===== src/frontend_pkg.sv =====
package frontend_pkg;

  // plain words and small counts
  typedef logic [31:0] word_t;
  typedef logic [4:0]  reg_idx_t;
  // number of instructions moved in one cycle, 0 to 2
  typedef logic [1:0]  fetch_num_t;

  // link register written by bl
  localparam reg_idx_t LINK_REG = 5'd1;

  typedef enum logic [2:0] {
    OP_ALU_RR,
    OP_ALU_RI,
    OP_STORE,
    OP_BRANCH,
    OP_BL,
    OP_INVALID
  } op_class_e;

  // register field selects used inside the decoder
  typedef enum logic [1:0] {R0_NONE, R0_RK, R0_RD} r0_sel_e;
  typedef enum logic {R1_NONE, R1_RJ} r1_sel_e;
  typedef enum logic [1:0] {W_NONE, W_RD, W_LINK} w_sel_e;

  // r_reg[0] is the first read, r_reg[1] the second
  typedef struct packed {
    reg_idx_t [1:0] r_reg;
    reg_idx_t       w_reg;
  } reg_info_t;

  // queue payload
  typedef struct packed {
    word_t pc;
    word_t inst;
  } fetch_entry_t;

  typedef struct packed {
    word_t       pc;
    word_t       inst;
    op_class_e   op_class;
    reg_info_t   reg_info;
    logic [25:0] imm;
  } decoded_inst_t;

  // instruction memory request, one-cycle strobe
  typedef struct packed {
    logic  req;
    word_t addr;
  } imem_req_t;

  // inst[0] is the word at addr, inst[1] the word at addr+4
  typedef struct packed {
    logic        valid;
    word_t [1:0] inst;
  } imem_resp_t;

endpackage


===== src/core_frontend.sv =====
`timescale 1ns/1ps

module core_frontend #(
  parameter int QUEUE_DEPTH = 8
) (
  input  logic                              clk,
  input  logic                              rst_n,
  output frontend_pkg::imem_req_t           imem_req_o,
  input  frontend_pkg::imem_resp_t          imem_resp_i,
  input  logic                              redirect_i,
  input  frontend_pkg::word_t               redirect_pc_i,
  input  logic [1:0]                        issue_i,
  input  logic                              wait_i,
  input  logic                              int_i,
  output logic [1:0]                        inst_valid_o,
  output frontend_pkg::decoded_inst_t [1:0] inst_o
);

  import frontend_pkg::*;

  word_t               fetch_pc;
  logic [1:0]          fetch_mask;
  logic                advance;
  fetch_num_t          wr_num;
  fetch_entry_t [1:0]  wr_data;
  logic                wr_room;
  logic [1:0]          q_valid;
  fetch_entry_t [1:0]  q_data;
  fetch_num_t          rd_num;
  decoded_inst_t [1:0] dec;
  logic                idle_q;
  logic                fetch_stall;

  // idle-wait latch, an interrupt wakes the frontend
  always_ff @(posedge clk) begin
    if (!rst_n) begin
      idle_q <= 1'b0;
    end else if (wait_i && !int_i) begin
      idle_q <= 1'b1;
    end else if (int_i) begin
      idle_q <= 1'b0;
    end
  end

  // the wait itself also blocks, since the request strobe is registered
  assign fetch_stall = idle_q || (wait_i && !int_i);

  fetch_pc_gen u_pc_gen (
    .clk          (clk),
    .rst_n        (rst_n),
    .redirect_i   (redirect_i),
    .redirect_pc_i(redirect_pc_i),
    .advance_i    (advance),
    .pc_o         (fetch_pc),
    .valid_mask_o (fetch_mask)
  );

  inst_fetch u_fetch (
    .clk         (clk),
    .rst_n       (rst_n),
    .flush_i     (redirect_i),
    .stall_i     (fetch_stall),
    .pc_i        (fetch_pc),
    .valid_mask_i(fetch_mask),
    .imem_req_o  (imem_req_o),
    .imem_resp_i (imem_resp_i),
    .advance_o   (advance),
    .wr_num_o    (wr_num),
    .wr_data_o   (wr_data),
    .wr_room_i   (wr_room)
  );

  inst_queue #(.DEPTH(QUEUE_DEPTH)) u_queue (
    .clk       (clk),
    .rst_n     (rst_n),
    .flush_i   (redirect_i),
    .wr_num_i  (wr_num),
    .wr_data_i (wr_data),
    .wr_room_o (wr_room),
    .rd_valid_o(q_valid),
    .rd_data_o (q_data),
    .rd_num_i  (rd_num)
  );

  for (genvar s = 0; s < 2; s++) begin : g_dec
    inst_decoder u_dec (
      .inst_i(q_data[s].inst),
      .pc_i  (q_data[s].pc),
      .dec_o (dec[s])
    );
  end

  issue_buffer u_issue (
    .clk         (clk),
    .rst_n       (rst_n),
    .flush_i     (redirect_i),
    .issue_i     (issue_i),
    .dec_i       (dec),
    .dec_valid_i (q_valid),
    .rd_num_o    (rd_num),
    .inst_valid_o(inst_valid_o),
    .inst_o      (inst_o)
  );

endmodule


===== src/fetch_pc_gen.sv =====
`timescale 1ns/1ps

module fetch_pc_gen (
  input  logic                clk,
  input  logic                rst_n,
  input  logic                redirect_i,
  input  frontend_pkg::word_t redirect_pc_i,
  input  logic                advance_i,
  output frontend_pkg::word_t pc_o,
  output logic [1:0]          valid_mask_o
);

  import frontend_pkg::*;

  // pair address, always 8-byte aligned
  word_t pair_pc_q;
  // set when a redirect lands on the second word of a pair
  logic  skip_first_q;

  always_ff @(posedge clk) begin
    if (!rst_n) begin
      pair_pc_q    <= '0;
      skip_first_q <= 1'b0;
    end else if (redirect_i) begin
      pair_pc_q    <= {redirect_pc_i[31:3], 3'b000};
      skip_first_q <= redirect_pc_i[2];
    end else if (advance_i) begin
      pair_pc_q    <= pair_pc_q + 32'd8;
      skip_first_q <= 1'b0;
    end
  end

  assign pc_o = pair_pc_q;

  // slot 1 is always wanted, slot 0 only without a skip
  assign valid_mask_o = {1'b1, !skip_first_q};

endmodule


===== src/inst_decoder.sv =====
`timescale 1ns/1ps

module inst_decoder (
  input  frontend_pkg::word_t         inst_i,
  input  frontend_pkg::word_t         pc_i,
  output frontend_pkg::decoded_inst_t dec_o
);

  import frontend_pkg::*;

  logic [5:0] opcode;
  op_class_e  op_class;
  r0_sel_e    r0_sel;
  r1_sel_e    r1_sel;
  w_sel_e     w_sel;
  reg_info_t  reg_info;

  assign opcode = inst_i[31:26];

  // class and which fields it uses
  always_comb begin
    op_class = OP_INVALID;
    r0_sel   = R0_NONE;
    r1_sel   = R1_NONE;
    w_sel    = W_NONE;
    case (opcode[5:4])
      2'b00: begin
        op_class = OP_ALU_RR;
        r0_sel   = R0_RK;
        r1_sel   = R1_RJ;
        w_sel    = W_RD;
      end
      2'b01: begin
        op_class = OP_ALU_RI;
        r1_sel   = R1_RJ;
        w_sel    = W_RD;
      end
      2'b10: begin
        op_class = OP_STORE;
        r0_sel   = R0_RD;
        r1_sel   = R1_RJ;
      end
      default: begin
        if (opcode <= 6'h3b) begin
          op_class = OP_BRANCH;
          r0_sel   = R0_RD;
          r1_sel   = R1_RJ;
        end else if (opcode == 6'h3c) begin
          op_class = OP_BL;
          w_sel    = W_LINK;
        end
      end
    endcase
  end

  // unused indices read as r0
  always_comb begin
    case (r0_sel)
      R0_RK:   reg_info.r_reg[0] = inst_i[14:10];
      R0_RD:   reg_info.r_reg[0] = inst_i[4:0];
      default: reg_info.r_reg[0] = '0;
    endcase
    reg_info.r_reg[1] = (r1_sel == R1_RJ) ? inst_i[9:5] : '0;
    case (w_sel)
      W_RD:    reg_info.w_reg = inst_i[4:0];
      W_LINK:  reg_info.w_reg = LINK_REG;
      default: reg_info.w_reg = '0;
    endcase
  end

  assign dec_o.pc       = pc_i;
  assign dec_o.inst     = inst_i;
  assign dec_o.op_class = op_class;
  assign dec_o.reg_info = reg_info;
  // immediate field is passed for every class
  assign dec_o.imm      = inst_i[25:0];

endmodule


===== src/inst_fetch.sv =====
`timescale 1ns/1ps

module inst_fetch (
  input  logic                              clk,
  input  logic                              rst_n,
  input  logic                              flush_i,
  input  logic                              stall_i,
  input  frontend_pkg::word_t               pc_i,
  input  logic [1:0]                        valid_mask_i,
  output frontend_pkg::imem_req_t           imem_req_o,
  input  frontend_pkg::imem_resp_t          imem_resp_i,
  output logic                              advance_o,
  output frontend_pkg::fetch_num_t          wr_num_o,
  output frontend_pkg::fetch_entry_t [1:0]  wr_data_o,
  input  logic                              wr_room_i
);

  import frontend_pkg::*;

  typedef enum logic [1:0] {
    FETCH_IDLE,
    FETCH_WAIT_RESP,
    FETCH_DROP_RESP
  } fetch_state_e;

  fetch_state_e state_q, state_d;
  logic         send;
  logic         req_strobe_q;
  word_t        req_addr_q;
  logic [1:0]   mask_q;
  fetch_num_t   pair_num;

  always_comb begin
    state_d   = state_q;
    send      = 1'b0;
    advance_o = 1'b0;
    wr_num_o  = '0;
    case (state_q)
      FETCH_IDLE: begin
        if (!flush_i && !stall_i && wr_room_i) begin
          send    = 1'b1;
          state_d = FETCH_WAIT_RESP;
        end
      end
      FETCH_WAIT_RESP: begin
        if (imem_resp_i.valid) begin
          state_d = FETCH_IDLE;
          // a reply that meets a flush belongs to the old path
          if (!flush_i) begin
            advance_o = 1'b1;
            wr_num_o  = pair_num;
          end
        end else if (flush_i) begin
          state_d = FETCH_DROP_RESP;
        end
      end
      FETCH_DROP_RESP: begin
        if (imem_resp_i.valid) begin
          state_d = FETCH_IDLE;
        end
      end
      default: state_d = FETCH_IDLE;
    endcase
  end

  always_ff @(posedge clk) begin
    if (!rst_n) begin
      state_q      <= FETCH_IDLE;
      req_strobe_q <= 1'b0;
    end else begin
      state_q      <= state_d;
      req_strobe_q <= send;
    end
  end

  // address and mask of the pair in flight
  always_ff @(posedge clk) begin
    if (send) begin
      req_addr_q <= pc_i;
      mask_q     <= valid_mask_i;
    end
  end

  assign imem_req_o.req  = req_strobe_q;
  assign imem_req_o.addr = req_addr_q;

  assign pair_num = {1'b0, mask_q[0]} + {1'b0, mask_q[1]};

  // slot 1 moves down when slot 0 is masked off
  assign wr_data_o[0].pc   = {req_addr_q[31:3], !mask_q[0], 2'b00};
  assign wr_data_o[0].inst = mask_q[0] ? imem_resp_i.inst[0] : imem_resp_i.inst[1];
  assign wr_data_o[1].pc   = {req_addr_q[31:3], 3'b100};
  assign wr_data_o[1].inst = imem_resp_i.inst[1];

endmodule


===== src/inst_queue.sv =====
`timescale 1ns/1ps

module inst_queue #(
  parameter int DEPTH = 8
) (
  input  logic                              clk,
  input  logic                              rst_n,
  input  logic                              flush_i,
  input  frontend_pkg::fetch_num_t          wr_num_i,
  input  frontend_pkg::fetch_entry_t [1:0]  wr_data_i,
  output logic                              wr_room_o,
  output logic [1:0]                        rd_valid_o,
  output frontend_pkg::fetch_entry_t [1:0]  rd_data_o,
  input  frontend_pkg::fetch_num_t          rd_num_i
);

  import frontend_pkg::*;

  // pointers wrap on their own, so DEPTH is a power of two, at least 4
  localparam int PTR_W = $clog2(DEPTH);
  localparam int CNT_W = PTR_W + 1;

  typedef logic [PTR_W-1:0] ptr_t;
  typedef logic [CNT_W-1:0] cnt_t;

  fetch_entry_t mem [DEPTH];
  ptr_t         wr_ptr_q;
  ptr_t         rd_ptr_q;
  cnt_t         cnt_q;
  ptr_t         wr_ptr_nxt;
  ptr_t         rd_ptr_nxt;

  assign wr_ptr_nxt = wr_ptr_q + ptr_t'(1);
  assign rd_ptr_nxt = rd_ptr_q + ptr_t'(1);

  // payload storage
  always_ff @(posedge clk) begin
    if (wr_num_i != '0) begin
      mem[wr_ptr_q] <= wr_data_i[0];
    end
    if (wr_num_i == 2'd2) begin
      mem[wr_ptr_nxt] <= wr_data_i[1];
    end
  end

  always_ff @(posedge clk) begin
    if (!rst_n || flush_i) begin
      wr_ptr_q <= '0;
      rd_ptr_q <= '0;
      cnt_q    <= '0;
    end else begin
      wr_ptr_q <= wr_ptr_q + ptr_t'(wr_num_i);
      rd_ptr_q <= rd_ptr_q + ptr_t'(rd_num_i);
      cnt_q    <= cnt_q + cnt_t'(wr_num_i) - cnt_t'(rd_num_i);
    end
  end

  // room for a whole pair
  assign wr_room_o = cnt_q <= cnt_t'(DEPTH - 2);

  // oldest two entries, shown before they are taken
  assign rd_valid_o   = {cnt_q >= cnt_t'(2), cnt_q != '0};
  assign rd_data_o[0] = mem[rd_ptr_q];
  assign rd_data_o[1] = mem[rd_ptr_nxt];

endmodule


===== src/issue_buffer.sv =====
`timescale 1ns/1ps

module issue_buffer (
  input  logic                               clk,
  input  logic                               rst_n,
  input  logic                               flush_i,
  input  logic [1:0]                         issue_i,
  input  frontend_pkg::decoded_inst_t [1:0]  dec_i,
  input  logic [1:0]                         dec_valid_i,
  output frontend_pkg::fetch_num_t           rd_num_o,
  output logic [1:0]                         inst_valid_o,
  output frontend_pkg::decoded_inst_t [1:0]  inst_o
);

  import frontend_pkg::*;

  logic [1:0]         valid_q;
  logic [1:0]         valid_d;
  decoded_inst_t [1:0] inst_q;
  decoded_inst_t [1:0] inst_d;
  fetch_num_t         keep_num;

  always_comb begin
    keep_num = '0;
    inst_d   = inst_q;
    valid_d  = valid_q;
    rd_num_o = '0;
    // what the backend leaves behind, oldest in slot 0
    case (valid_q)
      2'b01: begin
        if (!issue_i[0]) begin
          keep_num = 2'd1;
        end
      end
      2'b11: begin
        if (!issue_i[0]) begin
          keep_num = 2'd2;
        end else if (!issue_i[1]) begin
          keep_num  = 2'd1;
          inst_d[0] = inst_q[1];
        end
      end
      default: keep_num = '0;
    endcase
    // refill the free slots from the queue in order
    case (keep_num)
      2'd0: begin
        inst_d   = dec_i;
        valid_d  = dec_valid_i;
        rd_num_o = {1'b0, dec_valid_i[0]} + {1'b0, dec_valid_i[1]};
      end
      2'd1: begin
        inst_d[1] = dec_i[0];
        valid_d   = {dec_valid_i[0], 1'b1};
        rd_num_o  = {1'b0, dec_valid_i[0]};
      end
      default: valid_d = 2'b11;
    endcase
  end

  always_ff @(posedge clk) begin
    if (!rst_n || flush_i) begin
      valid_q <= '0;
    end else begin
      valid_q <= valid_d;
    end
  end

  always_ff @(posedge clk) begin
    inst_q <= inst_d;
  end

  assign inst_valid_o = valid_q;
  assign inst_o       = inst_q;

endmodule


===== config.mk =====
export PLATFORM = sky130hd
export DESIGN_NAME = core_frontend
export DESIGN_NICKNAME = d
export VERILOG_FILES = /design/src/frontend_pkg.sv /design/src/core_frontend.sv /design/src/fetch_pc_gen.sv /design/src/inst_decoder.sv /design/src/inst_fetch.sv /design/src/inst_queue.sv /design/src/issue_buffer.sv
export SDC_FILE = /design/constraint.sdc
export NUM_CORES = 2
export LEC_CHECK = 0
export BUFFER_PORTS_ARGS = -buffer_cell sky130_fd_sc_hd__clkbuf_2
export CAP_MARGIN = 20
export CORE_UTILIZATION = 30
export DETAILED_ROUTE_END_ITERATION = 10
export GPL_TIMING_DRIVEN = 0
export HOLD_SLACK_MARGIN = 0.08
export SLEW_MARGIN = 10
export SYNTH_ARGS = -nofsm -noshare
export SYNTH_HDL_FRONTEND = slang
export SYNTH_HIERARCHICAL = 1
export SYNTH_SLANG_ARGS = --single-unit

===== constraint.sdc =====
create_clock -name clk -period 12.5 [get_ports clk]
set_input_delay 1.875 -clock clk [delete_from_list [all_inputs] [get_ports clk]]
set_output_delay 1.875 -clock clk [all_outputs]
set_load 0.1 [all_outputs]

# Yosys cells after proc, flatten, opt, wreduce, memory -nomap -nowiden

Memories as Yosys holds them, arrays and structs flattened. A register that Yosys moved wholly into a read port is not among the register bits.
Cells that the tools add are included.
W data, S select, Z words.

Muxes and demuxes: 62
Bitwise gates (word level): 1
$lt $le $gt $ge: 4
Add/sub/neg operators: 9
Equality and inequality tests: 24
Reduce and logical (&&, ||, !) cells: 29

Operators by type and width:

| operator                | count |
|---|---|
| $mux W108               | 4 |
| $pmux W108 S2           | 1 |
| $mux W32                | 3 |
| $pmux W5 S2             | 4 |
| $add A32 B4 Y32 const B | 1 |
| $mux W2                 | 14 |
| $mux W1                 | 21 |
| $pmux W2 S2             | 5 |
| $eq A2 B1 Y1 const B    | 9 |
| $eq A2 B2 Y1 const B    | 9 |
| $pmux W2 S3             | 3 |
| $pmux W3 S3             | 2 |
| $eq A6 B6 Y1 const B    | 2 |
| $le A6 B6 Y1 const B    | 2 |
| $reduce_bool A2 Y1      | 6 |
| $mux W5                 | 2 |
| $mux W3                 | 3 |
| $logic_not A2 Y1        | 4 |
| $add A3 B1 Y3 const B   | 2 |
| $add A3 B2 Y3           | 2 |
| $logic_not A1 Y1        | 6 |
| $reduce_and A3 Y1       | 2 |
| $reduce_or A2 Y1        | 3 |
| $reduce_or A3 Y1        | 2 |
| other kinds (13)        | 17 |

Word-level logic and storage cells: 156
RAM bits: 496
Memories: 1
Output and inout bits: 251
Bits in registers: 298
Bits of input ports: 104

Memories:

| name        | depth | bits a word | rd ports | clocked after Yosys merged registers in | wr ports | RTL line         | text |
|---|---|---|---|---|---|---|---|
| u_queue.mem | 8     | 62          | 2        | 1                                       | 2        | inst_queue.sv:26 | `fetch_entry_t mem [DEPTH];` |

# Longest topological paths before layout

An unclocked memory read counts as a cell.

Depth in word-level cells: 9
Mapped depth: 12
Mapped depth without buffers: 12

# Modules after synthesis

The synthesis kept the hierarchy.

By module, submodules not included:

| module        | sequential area each (µm²) | area an instance (µm²) | times used | cells an instance |
|---|---|---|---|---|
| inst_queue    | 15574.9                    | 29917.4                | 1          | 1623 |
| issue_buffer  | 6526.3                     | 9196.3                 | 1          | 473 |
| inst_fetch    | 1081.0                     | 2454.9                 | 1          | 186 |
| fetch_pc_gen  | 600.6                      | 1890.6                 | 1          | 245 |
| inst_decoder  | 0.0                        | 852.1                  | 2          | 113 |
| core_frontend | 20.0                       | 41.3                   | 1          | 4 |

# Worst setup path after synthesis

Ideal clock, no wire load.

Path kind: input port to flip-flop
From: input port redirect_i
To: memory u_queue/mem[3][0] (netlist name), enable pin
Library setup time: 0.574 ns
Setup slack: 4.818 ns
Path buffers: 0
Required time: 11.926 ns
Arrival: 7.108 ns
Stages: 4
Cells stage by stage: nor2_1 > and4_1 > o21ai_0 > o21ai_0

RTL lines:

| item               | RTL line            | text |
|---|---|---|
| start: declaration | core_frontend.sv:10 | `input logic redirect_i,` |
| end: declaration   | inst_queue.sv:26    |  |

# Worst setup path after layout

From: input port issue_i[0]
To: register u_queue.cnt_q[3]

Word-level cells in the longest chain between the ends: 5
Elaborated cells on any way between the ends: 7
Classes of those cells: add/sub: 1; eq/ne: 1; mux: 4; reduce/logical: 1

RTL lines:

| item                                             | RTL line                               | text |
|---|---|---|
| start: declaration                               | core_frontend.sv:12                    | `input logic [1:0] issue_i,` |
| $mux W2 or $mux W1 (tied branches)               | issue_buffer.sv:36, issue_buffer.sv:31 |  |
| $pmux W2 S2 (*)                                  | issue_buffer.sv:29                     | `case (valid_q)` |
| $eq A2 B1 Y1 or $logic_not A2 Y1 (tied branches) | issue_buffer.sv:46                     | `case (keep_num)` |
| $pmux W2 S2 (*)                                  | issue_buffer.sv:46                     |  |
| net rd_num[1]                                    | core_frontend.sv:29                    | `fetch_num_t rd_num;` |
| $sub A4 B2 Y4 (*)                                | inst_queue.sv:54                       | `cnt_q <= cnt_q + cnt_t'(wr_num_i) - cnt_t'(rd_num_i);` |
| end signal: assignment                           | inst_queue.sv:54                       |  |
| end: declaration                                 | inst_queue.sv:29                       | `cnt_t cnt_q;` |

The timed path passes the listed nets; every way through them passes the cells marked *.
A chain may end at the register's enable or synchronous reset.

==> impl_metrics.json <==
{
  "status": "finished, final reports clean",
  "die_w_um": 390,
  "netlist_area_um2": 45200,
  "area_delta_synth_final_pct": 18.2,
  "dpl.hpwl_um": 98600,
  "gp_congestion": 0.825,
  "cts_buffer_depth": 3,
  "cts_tree": "yes",
  "post-cts-setup-buffers": 0,
  "end_kind": "register",
  "power_frac_seq_pct": 29.7,
  "maxSlewViolCount": 0,
  "synth_edf_count": 762,
  "die_area_um2": 152000,
  "period_share_pct": 41.3,
  "min_path_type": "register to register",
  "grt_pass1_vias": 27800,
  "r2r_setup_slack_ps": 8140,
  "synthCells": 2757,
  "required_ps": 13140,
  "ys_seq_area_share_pct": 52.7,
  "cp-start-kind": "input pin",
  "globalRouteOverflowTotal": 0,
  "drive_gt1_share_pct": 60.0,
  "fin_nets": 3366,
  "dr.pass1.iters": 5,
  "routed_wl_um": 142000,
  "path_clk_slew_ps": 60,
  "rsz0062_at_grt": "false",
  "syn_avg_cell_area_um2": 16.4,
  "r2r-start": "u_issue/inst_valid_o[1]$_SDFF_PP0_",
  "p_int_mw": 6.88,
  "min_from": "u_pc_gen/pc_o[31]$_SDFFE_PN0P_",
  "cts_resized": 0,
  "p_total_mw": 12.6,
  "reg2reg_depth": 11,
  "grt_max_degree": 59,
  "finalCriticalPeriod_ps": 5170,
  "synthFlopType": "edfxtp_1",
  "crit_arrival_ps": 5810,
  "setup_tns_ps": 0,
  "min_to": "u_fetch/req_addr_q[31]$_DFFE_PP_",
  "drt-initial-drc-count": 2140,
  "min_path_cells": 0,
  "cap_violations": 0,
  "ios": 355,
  "pwr-share-comb_pct": 48.8,
  "switching_share_pct": 45.6,
  "detail_route.wl_per_cell_um": 26.6,
  "worst_slew_pin_slew_ps": 1220,
  "max_slew_margin_pct": 17.9,
  "yosys_warnings": 6,
  "p_leak_nw": 18.9,
  "criticalPathCategory": "input pin to register",
  "async_flop_share_pct": 0,
  "vias": 26900,
  "ys_types": 71,
  "ctsRootBufferMaster": "clkbuf_16",
  "hold_violations": 0,
  "ant_nets": 0,
  "max-vdd-ir-drop_v": 0.000190,
  "start_util_pct": 30.2,
  "antenna_found_initial": 6,
  "dp_slack_ps": 6670,
  "die_h_um": 390,
  "coreArea_um2": 150000,
  "reg2reg_to": "u_queue/cnt_q[3]$_SDFF_PP0_",
  "rows": 142,
  "fmax_mhz": 194,
  "crit_fanout": 10,
  "grt_usage_pct": 18.4,
  "grt_first_pass_wirelength_um": 201000,
  "clock-sinks": 808,
  "hold_buffers": 0,
  "finalSetupViolCount": 0,
  "cts-buffers-inserted": 95,
  "routed_via_density": 5.04,
  "p_sw_mw": 5.76,
  "power_density_nw_per_um2": 236,
  "fin_cells": 5339,
  "skew_ps": 38.6,
  "drc": 0,
  "port_buffers": 352,
  "clock_latency_ps": 720,
  "ys_ff_latch": 808,
  "htree_num_levels": 3,
  "p_clk_share_pct": 21.5,
  "dp_cells": 5164,
  "post-route-worst-setup-slack_ps": 7330
}
kinds of logic after synthesis:
family                   count (synthesis)  synth area share [%]
multiplexers                          1149                  35.2
flip-flops                             808                  52.7
buffers and inverters                  477                  7.16
AND/OR/NAND/NOR                        187                  2.52
AO/OA/AOI/OAI                           97                  1.48
XOR/XNOR                                18                 0.382
adder cells (fa/ha/maj)                 17                 0.537
other                                    4                0.0332
cell usage in the layout (no fill, tap or decap), drive strengths merged, types with 13 or more instances in the layout:
cell type / synthesis / layout
buf: 420 / 454
edfxtp: 762 / 762
clkinv: 0 / 30
inv: 24 / 29
clkbuf: 33 / 514
dfxtp: 46 / 46
mux2: 888 / 888
and2: 20 / 20
ha: 13 / 13
nand3: 22 / 22
nand2: 20 / 20
nand4: 15 / 15
nor2: 23 / 23
a21oi: 23 / 23
o21ai: 24 / 24
nor2b: 13 / 13
mux4: 256 / 256
through the flow:
step                      utilization (%)  hold slack [ps]  cell area, um2
after floorplan                         -              434           45200
after global placement               33.1              466           49500
after detailed placement             33.7              464           50400
after CTS                            35.7              479           53400
after global routing                 35.7              499           53400
final                                35.7              477           53400
how the worst max path moves through the flow:
stage,startpoint,slack (ps),end,cells after the start
final,issue_i[0],7330,u_queue/cnt_q[3]$_SDFF_PP0_,12
after detailed placement,issue_i[0],6670,u_queue/cnt_q[3]$_SDFF_PP0_,12
after global placement,redirect_i,-2290,u_queue/mem[7][25]$_DFFE_PP_,5
after global routing,issue_i[0],7250,u_queue/cnt_q[3]$_SDFF_PP0_,12
after CTS,issue_i[0],7450,u_queue/cnt_q[3]$_SDFF_PP0_,12
after floorplan,redirect_i,4820,u_queue/mem[3][0]$_DFFE_PP_,4
Yosys cell counts, types with 5 or more instances:
library cell	count	area share, %
nand4_1	13	0.18
mux4_2	256	13
clkbuf_1	32	0.27
buf_4	322	5.3
and4_1	7	0.14
mux2_2	749	19
xor2_1	8	0.16
buf_2	79	0.87
a31oi_1	5	0.069
and3_1	5	0.069
a21oi_1	23	0.25
nor3b_1	8	0.13
o21ai_0	23	0.25
mux2i_1	5	0.11
nand2b_1	7	0.097
nand3_1	20	0.22
mux2_4	29	0.96
ha_1	13	0.36
buf_6	12	0.30
xnor2_1	8	0.16
inv_1	24	0.20
nor3_1	9	0.10
a32o_1	10	0.22
o31ai_1	5	0.083
or4_1	9	0.15
edfxtp_1	762	51
mux2_1	110	2.7
nor2b_1	13	0.18
nor4_1	7	0.097
nand2_1	20	0.17
nor2_1	23	0.19
dfxtp_1	46	2.0
and2_1	20	0.28
worst max-delay path, stage by stage:
cell and delay [ps]:
clkbuf_2 130, inv_1 120, o21ai_1 960, buf_2 600
buf_2 400, and2_1 370, fa_1 500, inv_1 70
ha_1 220, a21o_1 170, a21oi_1 180, mux2i_1 200
state kept, by name (all words and copies together), names as in the netlist:
register / flops
u_issue/inst_o: 216
u_fetch/req_strobe_q: 1
u_fetch/state_q: 2
idle_q: 1
u_queue/cnt_q: 4
u_issue/inst_valid_o: 2
u_pc_gen/skip_first_q: 1
u_queue/mem: 512
u_fetch/req_addr_q: 32
u_queue/rd_ptr_q: 3
u_queue/wr_ptr_q: 3
u_fetch/mask_q: 2
u_pc_gen/pc_o: 29
per-layer routing:
metal / up-vias / track usage [%] / wire (um)
met4: 4 / 5.06 / 3430
met2: 1018 / 30.6 / 68800
met3: 196 / 3.81 / 9710
li1: 11700 / - / -
met1: 14000 / 24.0 / 60000
met5: - / 0 / 26
layout make-up:
type,count,area [um2]
flip-flops and latches,808,23800
plain buffers,453,3150
clock inverters,43,455
multi-input cells,1477,18300
inverters,24,90.1
clock buffers,129,2560
repair buffers,386,2570
well taps,2016,2520
fillers,14300,96300
diodes,3,7.51
power by group through the flow:
stage | combinational, mW | sequential, mW | clock [mW]
finish | 6.17 | 3.75 | 2.72
global route | 6.43 | 3.80 | 2.89
floorplan | 2.24 | 6.45 | 0
CTS | 6.22 | 3.76 | 2.80
global placement | 6.17 | 3.82 | 0
detailed placement | 6.19 | 3.81 | 0
Power figures use the tool's default switching activity.
